--- src/common/ex1Defs.svh ---
/*
 * widths, micro-op codes, IXS/IXT/MOV_IR sub-op codes,
 * condition codes and trap prefixes for the EX1 stage
 */
`ifndef EX1_DEFS_SVH
`define EX1_DEFS_SVH

`define EX1_WORD_W   64
`define EX1_ADDR_W   48
`define EX1_REGID_W  6
`define EX1_IMM_W    33

// register id that means no write
`define EX1_GR_ZZR   6'h3F

// micro-op codes, opUCmd[5:0]
`define UCMD_NOP     6'h00
`define UCMD_LEA     6'h01
`define UCMD_LOAD    6'h02
`define UCMD_STORE   6'h03
`define UCMD_MOVIR   6'h04
`define UCMD_BRA     6'h05
`define UCMD_BSR     6'h06
`define UCMD_JMP     6'h07
`define UCMD_JSR     6'h08
`define UCMD_IXS     6'h09
`define UCMD_IXT     6'h0A

// MOV_IR forms, opUIxt[5:0]
`define MOVIR_LDI     6'h00
`define MOVIR_LDISH8  6'h01
`define MOVIR_LDISH16 6'h02
`define MOVIR_LDISH32 6'h03

// IXS sub-ops
`define IXS_NOP      6'h00
`define IXS_MOVT     6'h01
`define IXS_MOVNT    6'h02

// IXT sub-ops
`define IXT_NOP      6'h00
`define IXT_CLRT     6'h01
`define IXT_SETT     6'h02
`define IXT_CLRS     6'h03
`define IXT_SETS     6'h04
`define IXT_NOTT     6'h05
`define IXT_NOTS     6'h06
`define IXT_TRAPA    6'h07
`define IXT_SYSE     6'h08
`define IXT_BREAK    6'h09

// condition codes, opUCmd[7:6]
`define CC_AL        2'b00
`define CC_NV        2'b01
`define CC_CT        2'b10
`define CC_CF        2'b11

// trap code prefixes
`define TRAP_TRAPA   12'hC08
`define TRAP_SYSE    4'hE

`endif
--- src/common/ex1Pkg.sv ---
/*
 * shared EX1 types: register values, addresses, register ids,
 * memory op mode, op class and trap code
 */
`default_nettype none

`include "ex1Defs.svh"

package ex1Pkg;

	// general register value
	typedef logic [`EX1_WORD_W-1:0] wordT;

	// virtual address, 48 bits
	typedef logic [`EX1_ADDR_W-1:0] addrT;

	// register id, ZZR means no write
	typedef logic [`EX1_REGID_W-1:0] regIdT;

	// request direction, 11 is never issued
	typedef enum logic [1:0] {
		memReady = 2'b00,
		memLoad  = 2'b01,
		memStore = 2'b10
	} memDirT;

	// dir, sign extend, size (byte/word/long/quad)
	typedef struct packed {
		memDirT     dir;
		logic       signExt;
		logic [1:0] size;
	} memOpmT;

	// coarse op class out of decode
	typedef enum logic [2:0] {
		opNone,
		opLea,
		opLoad,
		opStore,
		opMovir,
		opBranch,
		opIxs,
		opIxt
	} opClassT;

	// trap code, zero when no trap
	typedef logic [15:0] trapT;

endpackage

`default_nettype wire

--- src/verilog/ex1Stage.sv ---
/*
 * EX1 stage top: decode, address generation and the three
 * registered writeback paths (GPR, control, memory request)
 */
`timescale 1ns/100ps
`default_nettype none

`include "ex1Defs.svh"

module ex1Stage (
	input  wire                       clock,
	input  wire                       rstN,
	input  wire                       opValid,
	input  wire [7:0]                 opUCmd,
	input  wire [7:0]                 opUIxt,
	input  ex1Pkg::regIdT             regIdRm,
	input  ex1Pkg::wordT              regValRs,
	input  ex1Pkg::wordT              regValRt,
	input  ex1Pkg::wordT              regValRm,
	input  wire [`EX1_IMM_W-1:0]      regValImm,
	input  ex1Pkg::addrT              regValPc,
	input  ex1Pkg::wordT              regInSr,
	input  ex1Pkg::addrT              regInLr,
	input  ex1Pkg::wordT              regInDlr,
	input  wire                       opBraFlush,
	input  wire                       memBusy,
	output wire                       exHold,
	output wire                       resValid,
	output ex1Pkg::regIdT             gprId,
	output ex1Pkg::wordT              gprVal,
	output ex1Pkg::wordT              srOut,
	output ex1Pkg::addrT              lrOut,
	output wire                       braValid,
	output ex1Pkg::addrT              braAddr,
	output ex1Pkg::trapT              trapExc,
	output ex1Pkg::addrT              memAddr,
	output ex1Pkg::memOpmT            memOpm,
	output ex1Pkg::wordT              memData
);

	// decode results shared by all writeback paths
	ex1Pkg::opClassT opClass;
	wire [5:0]       opSub;
	wire             opFire;
	wire             pcRel;
	ex1Pkg::addrT    agAddr;

	opDecode opDecode_i (
		.clock(clock), .rstN(rstN), .opValid(opValid), .opUCmd(opUCmd),
		.opUIxt(opUIxt), .srT(regInSr[0]), .opBraFlush(opBraFlush),
		.memBusy(memBusy), .opClass(opClass), .opSub(opSub), .opFire(opFire),
		.exHold(exHold), .resValid(resValid), .pcRel(pcRel)
	);

	// scale comes from opUIxt[5:4]
	addrGen addrGen_i (
		.base(regValRs), .index(regValRt), .scale(opUIxt[5:4]),
		.pc(regValPc), .imm(regValImm), .pcRel(pcRel), .agAddr(agAddr)
	);

	gprWriteback gprWriteback_i (
		.clock(clock), .rstN(rstN), .opFire(opFire), .opClass(opClass),
		.opSub(opSub), .regIdRm(regIdRm), .regValRs(regValRs),
		.regValImm(regValImm), .agAddr(agAddr), .srT(regInSr[0]),
		.gprId(gprId), .gprVal(gprVal)
	);

	ctrlWriteback ctrlWriteback_i (
		.clock(clock), .rstN(rstN), .opFire(opFire), .opClass(opClass),
		.opSub(opSub), .opUCmd5(opUCmd[5:0]), .regIdRm(regIdRm),
		.regValRs(regValRs), .regValPc(regValPc), .regInSr(regInSr),
		.regInLr(regInLr), .regInDlr(regInDlr), .agAddr(agAddr),
		.srOut(srOut), .lrOut(lrOut), .braValid(braValid),
		.braAddr(braAddr), .trapExc(trapExc)
	);

	memIssue memIssue_i (
		.clock(clock), .rstN(rstN), .opFire(opFire), .opClass(opClass),
		.opSub(opSub), .agAddr(agAddr), .regValRm(regValRm),
		.memAddr(memAddr), .memOpm(memOpm), .memData(memData)
	);

endmodule

`default_nettype wire

--- src/verilog/memIssue.sv ---
/*
 * load/store request: address, op mode and store data,
 * registered toward the memory stage
 */
`timescale 1ns/100ps
`default_nettype none

module memIssue (
	input  wire             clock,
	input  wire             rstN,
	input  wire             opFire,
	input  ex1Pkg::opClassT opClass,
	input  wire [5:0]       opSub,
	input  ex1Pkg::addrT    agAddr,
	input  ex1Pkg::wordT    regValRm,
	output ex1Pkg::addrT    memAddr,
	output ex1Pkg::memOpmT  memOpm,
	output ex1Pkg::wordT    memData
);

	ex1Pkg::memOpmT nextOpm;
	wire            isLoad;
	wire            isStore;

	assign isLoad = opFire && (opClass == ex1Pkg::opLoad);
	assign isStore = opFire && (opClass == ex1Pkg::opStore);

	// sign extend in opUIxt[2], size in opUIxt[5:4]
	always_comb begin
		nextOpm.dir = ex1Pkg::memReady;
		nextOpm.signExt = opSub[2];
		nextOpm.size = opSub[5:4];
		if (isLoad)
			nextOpm.dir = ex1Pkg::memLoad;
		else if (isStore)
			nextOpm.dir = ex1Pkg::memStore;
	end

	always_ff @(posedge clock) begin
		if (!rstN)
			memOpm <= '{dir: ex1Pkg::memReady, signExt: 1'b0, size: 2'b00};
		else
			memOpm <= nextOpm;
	end

	// address and data only load on a real request
	always_ff @(posedge clock) begin
		if (isLoad || isStore)
			memAddr <= agAddr;
		if (isStore)
			memData <= regValRm;
	end

	// reserved direction must never reach memory
	dirLegal: assert property (@(posedge clock) disable iff (!rstN)
		memOpm.dir != 2'b11);

endmodule

`default_nettype wire

--- src/verilog/ctrlWriteback.sv ---
/*
 * control results: SR flag ops, LR on calls, branch target
 * and trap codes, all registered
 */
`timescale 1ns/100ps
`default_nettype none

`include "ex1Defs.svh"

module ctrlWriteback (
	input  wire             clock,
	input  wire             rstN,
	input  wire             opFire,
	input  ex1Pkg::opClassT opClass,
	input  wire [5:0]       opSub,
	input  wire [5:0]       opUCmd5,
	input  ex1Pkg::regIdT   regIdRm,
	input  ex1Pkg::wordT    regValRs,
	input  ex1Pkg::addrT    regValPc,
	input  ex1Pkg::wordT    regInSr,
	input  ex1Pkg::addrT    regInLr,
	input  ex1Pkg::wordT    regInDlr,
	input  ex1Pkg::addrT    agAddr,
	output ex1Pkg::wordT    srOut,
	output ex1Pkg::addrT    lrOut,
	output logic            braValid,
	output ex1Pkg::addrT    braAddr,
	output ex1Pkg::trapT    trapExc
);

	ex1Pkg::wordT nextSr;
	ex1Pkg::addrT nextLr;
	ex1Pkg::addrT nextBraAddr;
	ex1Pkg::trapT nextTrap;
	logic         nextBra;

	always_comb begin
		// default is to echo SR and LR
		nextSr = regInSr;
		nextLr = regInLr;
		nextBra = 1'b0;
		nextBraAddr = agAddr;
		nextTrap = '0;
		if (opFire && opClass == ex1Pkg::opBranch) begin
			nextBra = 1'b1;
			// calls save the PC
			if (opUCmd5 == `UCMD_BSR || opUCmd5 == `UCMD_JSR)
				nextLr = regValPc;
			// register-indirect jumps
			if (opUCmd5 == `UCMD_JMP || opUCmd5 == `UCMD_JSR)
				nextBraAddr = regValRs[`EX1_ADDR_W-1:0];
		end
		if (opFire && opClass == ex1Pkg::opIxt) begin
			// T is bit 0, S is bit 1
			case (opSub)
				`IXT_CLRT:  nextSr[0] = 1'b0;
				`IXT_SETT:  nextSr[0] = 1'b1;
				`IXT_CLRS:  nextSr[1] = 1'b0;
				`IXT_SETS:  nextSr[1] = 1'b1;
				`IXT_NOTT:  nextSr[0] = !regInSr[0];
				`IXT_NOTS:  nextSr[1] = !regInSr[1];
				`IXT_TRAPA: nextTrap = {`TRAP_TRAPA, regIdRm[3:0]};
				`IXT_SYSE:  nextTrap = {`TRAP_SYSE, regInDlr[11:0]};
				default:    ;
			endcase
		end
	end

	always_ff @(posedge clock) begin
		if (!rstN) begin
			braValid <= 1'b0;
			trapExc <= '0;
		end else begin
			braValid <= nextBra;
			trapExc <= nextTrap;
		end
	end

	always_ff @(posedge clock) begin
		srOut <= nextSr;
		lrOut <= nextLr;
		braAddr <= nextBraAddr;
	end

	// a branch and a trap never leave in the same cycle
	braTrapExcl: assert property (@(posedge clock) disable iff (!rstN)
		!(braValid && trapExc != '0));

endmodule

`default_nettype wire

--- src/verilog/gprWriteback.sv ---
/*
 * general register result: LEA, MOV_IR forms and MOVT/MOVNT,
 * registered toward the register file
 */
`timescale 1ns/100ps
`default_nettype none

`include "ex1Defs.svh"

module gprWriteback (
	input  wire                  clock,
	input  wire                  rstN,
	input  wire                  opFire,
	input  ex1Pkg::opClassT      opClass,
	input  wire [5:0]            opSub,
	input  ex1Pkg::regIdT        regIdRm,
	input  ex1Pkg::wordT         regValRs,
	input  wire [`EX1_IMM_W-1:0] regValImm,
	input  ex1Pkg::addrT         agAddr,
	input  wire                  srT,
	output ex1Pkg::regIdT        gprId,
	output ex1Pkg::wordT         gprVal
);

	ex1Pkg::regIdT nextId;
	ex1Pkg::wordT  nextVal;

	always_comb begin
		nextId = regIdRm;
		nextVal = {{(`EX1_WORD_W-`EX1_ADDR_W){1'b0}}, agAddr};
		case (opClass)
			ex1Pkg::opLea: ;
			ex1Pkg::opMovir: begin
				case (opSub)
					`MOVIR_LDISH8:  nextVal = {regValRs[55:0], regValImm[7:0]};
					`MOVIR_LDISH16: nextVal = {regValRs[47:0], regValImm[15:0]};
					`MOVIR_LDISH32: nextVal = {regValRs[31:0], regValImm[31:0]};
					// plain LDI, sign from bit 32
					default: nextVal = {{(`EX1_WORD_W-`EX1_IMM_W){regValImm[32]}},
						regValImm};
				endcase
			end
			ex1Pkg::opIxs: begin
				nextVal = {{(`EX1_WORD_W-1){1'b0}}, (opSub == `IXS_MOVNT) ? !srT : srT};
				if (opSub == `IXS_NOP)
					nextId = `EX1_GR_ZZR;
			end
			default: nextId = `EX1_GR_ZZR;
		endcase
		// predicated off, flushed or held
		if (!opFire)
			nextId = `EX1_GR_ZZR;
	end

	always_ff @(posedge clock) begin
		if (!rstN)
			gprId <= `EX1_GR_ZZR;
		else
			gprId <= nextId;
	end

	// value only matters with a real id
	always_ff @(posedge clock)
		gprVal <= nextVal;

endmodule

`default_nettype wire

--- src/verilog/addrGen.sv ---
/*
 * address generation: scaled base+index for memory ops and LEA,
 * PC plus doubled displacement for BRA/BSR
 */
`timescale 1ns/100ps
`default_nettype none

`include "ex1Defs.svh"

module addrGen (
	input  ex1Pkg::wordT         base,
	input  ex1Pkg::wordT         index,
	input  wire [1:0]            scale,
	input  ex1Pkg::addrT         pc,
	input  wire [`EX1_IMM_W-1:0] imm,
	input  wire                  pcRel,
	output ex1Pkg::addrT         agAddr
);

	ex1Pkg::addrT scaledIdx;
	ex1Pkg::addrT dispX2;

	// index scaled by element size, truncated to 48 bits
	assign scaledIdx = index[`EX1_ADDR_W-1:0] << scale;

	// sign extend the 33-bit displacement and double it
	assign dispX2 = {{(`EX1_ADDR_W-`EX1_IMM_W-1){imm[`EX1_IMM_W-1]}}, imm, 1'b0};

	// both sums wrap at 48 bits
	assign agAddr = pcRel ? (pc + dispX2) : (base[`EX1_ADDR_W-1:0] + scaledIdx);

endmodule

`default_nettype wire

--- src/verilog/opDecode.sv ---
/*
 * predication, op classification, hold generation and
 * the registered result-valid strobe
 */
`timescale 1ns/100ps
`default_nettype none

`include "ex1Defs.svh"

module opDecode (
	input  wire             clock,
	input  wire             rstN,
	input  wire             opValid,
	input  wire [7:0]       opUCmd,
	input  wire [7:0]       opUIxt,
	input  wire             srT,
	input  wire             opBraFlush,
	input  wire             memBusy,
	output ex1Pkg::opClassT opClass,
	output wire [5:0]       opSub,
	output wire             opFire,
	output wire             exHold,
	output logic            resValid,
	output wire             pcRel
);

	logic predPass;
	logic known;
	wire  isBreak;
	wire  isMem;

	assign opSub = opUIxt[5:0];

	// condition code against SR.T, a flush kills everything
	always_comb begin
		case (opUCmd[7:6])
			`CC_AL:  predPass = 1'b1;
			`CC_NV:  predPass = 1'b0;
			`CC_CT:  predPass = srT;
			default: predPass = !srT;
		endcase
		if (opBraFlush)
			predPass = 1'b0;
	end

	// class plus whether the sub-op is one we handle
	always_comb begin
		opClass = ex1Pkg::opNone;
		known = 1'b1;
		case (opUCmd[5:0])
			`UCMD_NOP:   opClass = ex1Pkg::opNone;
			`UCMD_LEA:   opClass = ex1Pkg::opLea;
			`UCMD_LOAD:  opClass = ex1Pkg::opLoad;
			`UCMD_STORE: opClass = ex1Pkg::opStore;
			`UCMD_MOVIR: begin
				opClass = ex1Pkg::opMovir;
				known = opSub inside {`MOVIR_LDI, `MOVIR_LDISH8,
					`MOVIR_LDISH16, `MOVIR_LDISH32};
			end
			`UCMD_BRA, `UCMD_BSR, `UCMD_JMP, `UCMD_JSR:
				opClass = ex1Pkg::opBranch;
			`UCMD_IXS: begin
				opClass = ex1Pkg::opIxs;
				known = opSub inside {`IXS_NOP, `IXS_MOVT, `IXS_MOVNT};
			end
			`UCMD_IXT: begin
				opClass = ex1Pkg::opIxt;
				known = opSub <= `IXT_BREAK;
			end
			default: known = 1'b0;
		endcase
	end

	assign isBreak = (opClass == ex1Pkg::opIxt) && (opSub == `IXT_BREAK);
	assign isMem = (opClass == ex1Pkg::opLoad) || (opClass == ex1Pkg::opStore);

	// unknown ops and BREAK stall regardless of predicate
	assign exHold = opValid && (!known || isBreak || (isMem && predPass && memBusy));
	assign opFire = opValid && predPass && !exHold;

	// BRA and BSR use the PC-relative adder
	assign pcRel = (opUCmd[5:0] == `UCMD_BRA) || (opUCmd[5:0] == `UCMD_BSR);

	always_ff @(posedge clock) begin
		if (!rstN)
			resValid <= 1'b0;
		else
			resValid <= opFire;
	end

	// a held op never shows a result on the next cycle
	holdNoResult: assert property (@(posedge clock) disable iff (!rstN)
		exHold |=> !resValid);

endmodule

`default_nettype wire

--- config.mk ---
export PLATFORM = sky130hd
export DESIGN_NAME = ex1Stage
export DESIGN_NICKNAME = d
export VERILOG_FILES = /design/src/common/ex1Pkg.sv /design/src/verilog/ex1Stage.sv /design/src/verilog/memIssue.sv /design/src/verilog/ctrlWriteback.sv /design/src/verilog/gprWriteback.sv /design/src/verilog/addrGen.sv /design/src/verilog/opDecode.sv
export VERILOG_INCLUDE_DIRS = /design/src /design/src/common
export SDC_FILE = /design/constraint.sdc
export NUM_CORES = 1
export LEC_CHECK = 0
export BUFFER_PORTS_ARGS = -buffer_cell sky130_fd_sc_hd__clkbuf_2
export CAP_MARGIN = 20
export CORE_AREA = 8 8 325 327
export DETAILED_ROUTE_END_ITERATION = 6
export DIE_AREA = 0 0 333 335
export HOLD_SLACK_MARGIN = 0.03
export PLACE_DENSITY = 0.35
export SLEW_MARGIN = 25
export SYNTH_ARGS = -nofsm -noshare
export SYNTH_HDL_FRONTEND = slang
export SYNTH_SLANG_ARGS = --single-unit
--- constraint.sdc ---
create_clock -name clock -period 8.9 [get_ports clock]
set_input_delay 0.445 -clock clock [delete_from_list [all_inputs] [get_ports clock]]
set_output_delay 0.445 -clock clock [all_outputs]
set_load 0.01 [all_outputs]
==> metrics.cfg <==
[synthesis]
async_flop_share_pct=0
synth_fp_nets=2457
syn_avg_cell_area_sq_um=10.0
syn_inst=1886
syn-cell-area_sq_um=18900
ys_ff_latch=363
synth_edf_count=112
synth_warnings=0
yosysSeqAreaShare_pct=44.3
synth_cell_types=84
synth_flop_cell=dfxtp_1

[critical_path]
endpoint_kind=flop
cp_slowest_cell=mux2i_1
setup.worst_path.class=in2reg
cp_num_buf_inv=4
startpoint_type=primary input
crit_path_end=memIssue_i.memAddr[38]
cp_slowest_stage_delay_ps=430
cp.arrival_ps=4850
critical_path.top_delay_family=compound AO/OA/AOI/OAI gates
cp.required_ps=9230
critPathMaxFanout=53
crit_path_cell_trace=clkbuf_2, buf_4, nor2_1, and2_1, ha_1, inv_1, fa_1, nand2b_1, a21oi_1, o21ai_1, o211ai_1, nand3_1, a21oi_2, a21oi_1, xnor2_1, mux2i_1, inv_1
worstSetupPathDepth=17
crit_start=opUIxt[5]

[drt]
vias_per_cell=4.55
drt-wirelength-per-cell_um=26.9
drcViolationCount=0
dr.pass1.iters=5
ant_nets=0
vias=18900
drtIter0Drc=1042
wl_mm=111

[status]
status=complete, no violations

[worst_hold_path]
min_path_type=in2reg
hold_depth=2

[flow_run]
cap_violations=0

[clock_network]
cts_resized=0
clk_pin_slew_ps=60
cts_buffers=46
cts_root_buf=clkbuf_16
htreeDepth=2
postCtsSetupRepairBufs=0
cts_hold_buf=176
cts_sinks=363
cts_tree=built
clockBufferDepth=3

[die]
core_region_area_sq_um=101000
start_util_pct=18.8
die_x_um=333
placementRows=117
die_area_sq_um=112000
io_pins=842
die_y_um=335

[place]
place_congestion=0.882
port_buffers=762
dp_hpwl_mm=90.2

[global_routing]
grt_max_degree=66
grt_overflow=0
track_usage_pct=18.9
grt_antenna_before_repair=32
grt_pass1_wl_mm=151
grt_pass1_vias=19300

[sta]
worstMarginPinSlew_ps=1010
min_period_ps=4510
slew_headroom_pct=32.8
fin_tns_setup_ps=0
slew_viol_final=0
fmax_ghz=0.222
period_share_pct=50.7
finalSetupViolCount=0
hold_viol=0
grt_setup_unrepaired=false

[power_and_ir_drop]
p_comb_share_pct=28.0
p_leak_nw=12.2
total_power_mw=5.44
clkPwrFrac_pct=35.6
p_switching_mw=1.79
ir_drop_v=0.000122
intPower_mw=3.64
switching_share_pct=33.0
seqPwrFrac_pct=36.4
p_per_area_nw_per_um2=198

[final_layout]
area_delta_synth_final_pct=45.1
area.sequential_sq_um=8390
nFillCells=10900
post_route_cells_drive_above_1_share_pct=34.4
multi_input_area_sq_um=9930
fin_nets=3357

[registers in the layout (all words and copies together), names as in the netlist]
name	count
opDecode_i.resValid	1
gprWriteback_i.gprId	6
memIssue_i.memData	64
ctrlWriteback_i.lrOut	48
memIssue_i.memOpm	5
memIssue_i.memAddr	48
gprWriteback_i.gprVal	64
ctrlWriteback_i.braAddr	48
ctrlWriteback_i.braValid	1
ctrlWriteback_i.srOut	64
ctrlWriteback_i.trapExc	14
[cell usage in the layout (no fill, tap or decap), drive strengths merged, types with 15 or more instances in the layout]
cell type    instances
a21oi              204
mux4                43
nand4               21
and3                15
nand2              131
clkinv              16
mux2                52
buf                 20
nor2               129
and2                19
nand2b              23
a31oi               23
clkbuf             824
a211oi              16
ha                  93
a22o                20
o21ai              137
dlygate4sd3        176
a21o                64
xnor2               54
mux2i               51
dfxtp              251
xor2                33
inv                 56
nor3                37
o22ai               22
nand3               26
edfxtp             112
[power groups by stage]
stage / combinational, mW / clock, mW / sequential (mW)
final: 1.52 / 1.94 / 1.98
after global routing: 1.66 / 2.07 / 1.99
after CTS: 1.55 / 2.02 / 1.98
after detailed placement: 1.48 / 0 / 2.01
after global placement: 1.48 / 0 / 2.02
after floorplan: 0.682 / 0 / 2.07
[worst min-delay path by stage]
stage / start / to / slack [ps]
2_1_floorplan: regInSr[10] / ctrlWriteback_i.srOut[10] / 470
3_3_place_gp: regInSr[52] / ctrlWriteback_i.srOut[52] / 550
3_5_place_dp: regInSr[38] / ctrlWriteback_i.srOut[38] / 550
4_1_cts: regInDlr[1] / ctrlWriteback_i.trapExc[1] / 30
5_1_grt: regInLr[1] / ctrlWriteback_i.lrOut[1] / 50
6_report: regValPc[42] / ctrlWriteback_i.lrOut[42] / 80
[final cells by class]
type | count | share of cell area, %
clock buffer | 63 | 4.92
tap | 1309 | 5.96
multi-input combinational | 1365 | 36.1
timing repair buffer | 957 | 20.8
sequential | 363 | 30.5
antenna | 14 | 0.128
clock inverter | 23 | 0.747
inverter | 53 | 0.724
[synth_stat cells, types with 15 or more instances]
master,number,area share [%]
xor2_1,33,1.5
nand3_1,25,0.66
a22o_1,20,0.93
nand2_1,131,2.6
a21oi_1,200,5.3
mux2_2,32,1.9
inv_1,53,1.1
a31oi_1,22,0.73
a21o_1,64,2.5
mux2_1,20,1.2
nand2b_1,23,0.76
nor2_1,129,2.6
o22ai_1,22,0.73
ha_1,93,6.1
and3_1,15,0.50
mux4_2,43,5.1
xnor2_1,54,2.5
nand4_1,21,0.69
clkbuf_1,76,1.5
nor3_1,36,0.95
and2_1,19,0.63
mux2i_1,51,2.7
dfxtp_1,251,27
o21ai_0,128,3.4
edfxtp_1,112,18
[cell families (layout without fill, tap and decap cells)]
group                    count (synthesis)  after routing  share of synthesized area, %
AO/OA/AOI/OAI                          582            582                          19.3
XOR/XNOR                                87             87                          4.03
adder cells (fa/ha/maj)                 95             95                          6.36
buffers and inverters                  158           1096                          3.35
flip-flops                             363            363                          44.3
multiplexers                           146            146                          10.9
other                                    1             15                        0.0198
AND/OR/NAND/NOR                        454            454                          11.7
[stage by stage]
step                      setup WS (ps)  hold slack (ps)  util (%)  area (sq um)  std cells
after floorplan                    3040              473         -         18900       1886
final                              4390             81.2      27.3         27500       4147
after detailed placement           3650              549      23.9         24100       3871
after global placement             3730              550      23.9         24100       3871
after CTS                          4280             30.2      27.2         27400       4133
after global routing               4100             54.3      27.3         27500       4141
[layer usage]
layer / vias to the layer above / share of wire [%] / global-route usage, %
met1: 9108 / 38 / 20.8
li1: 8790 / - / -
met5: - / 0.12 / 0
met3: 180 / 7.5 / 5.98
met2: 787 / 51 / 34.2
met4: 20 / 3.7 / 6.89
Power figures use the tool's default switching activity.
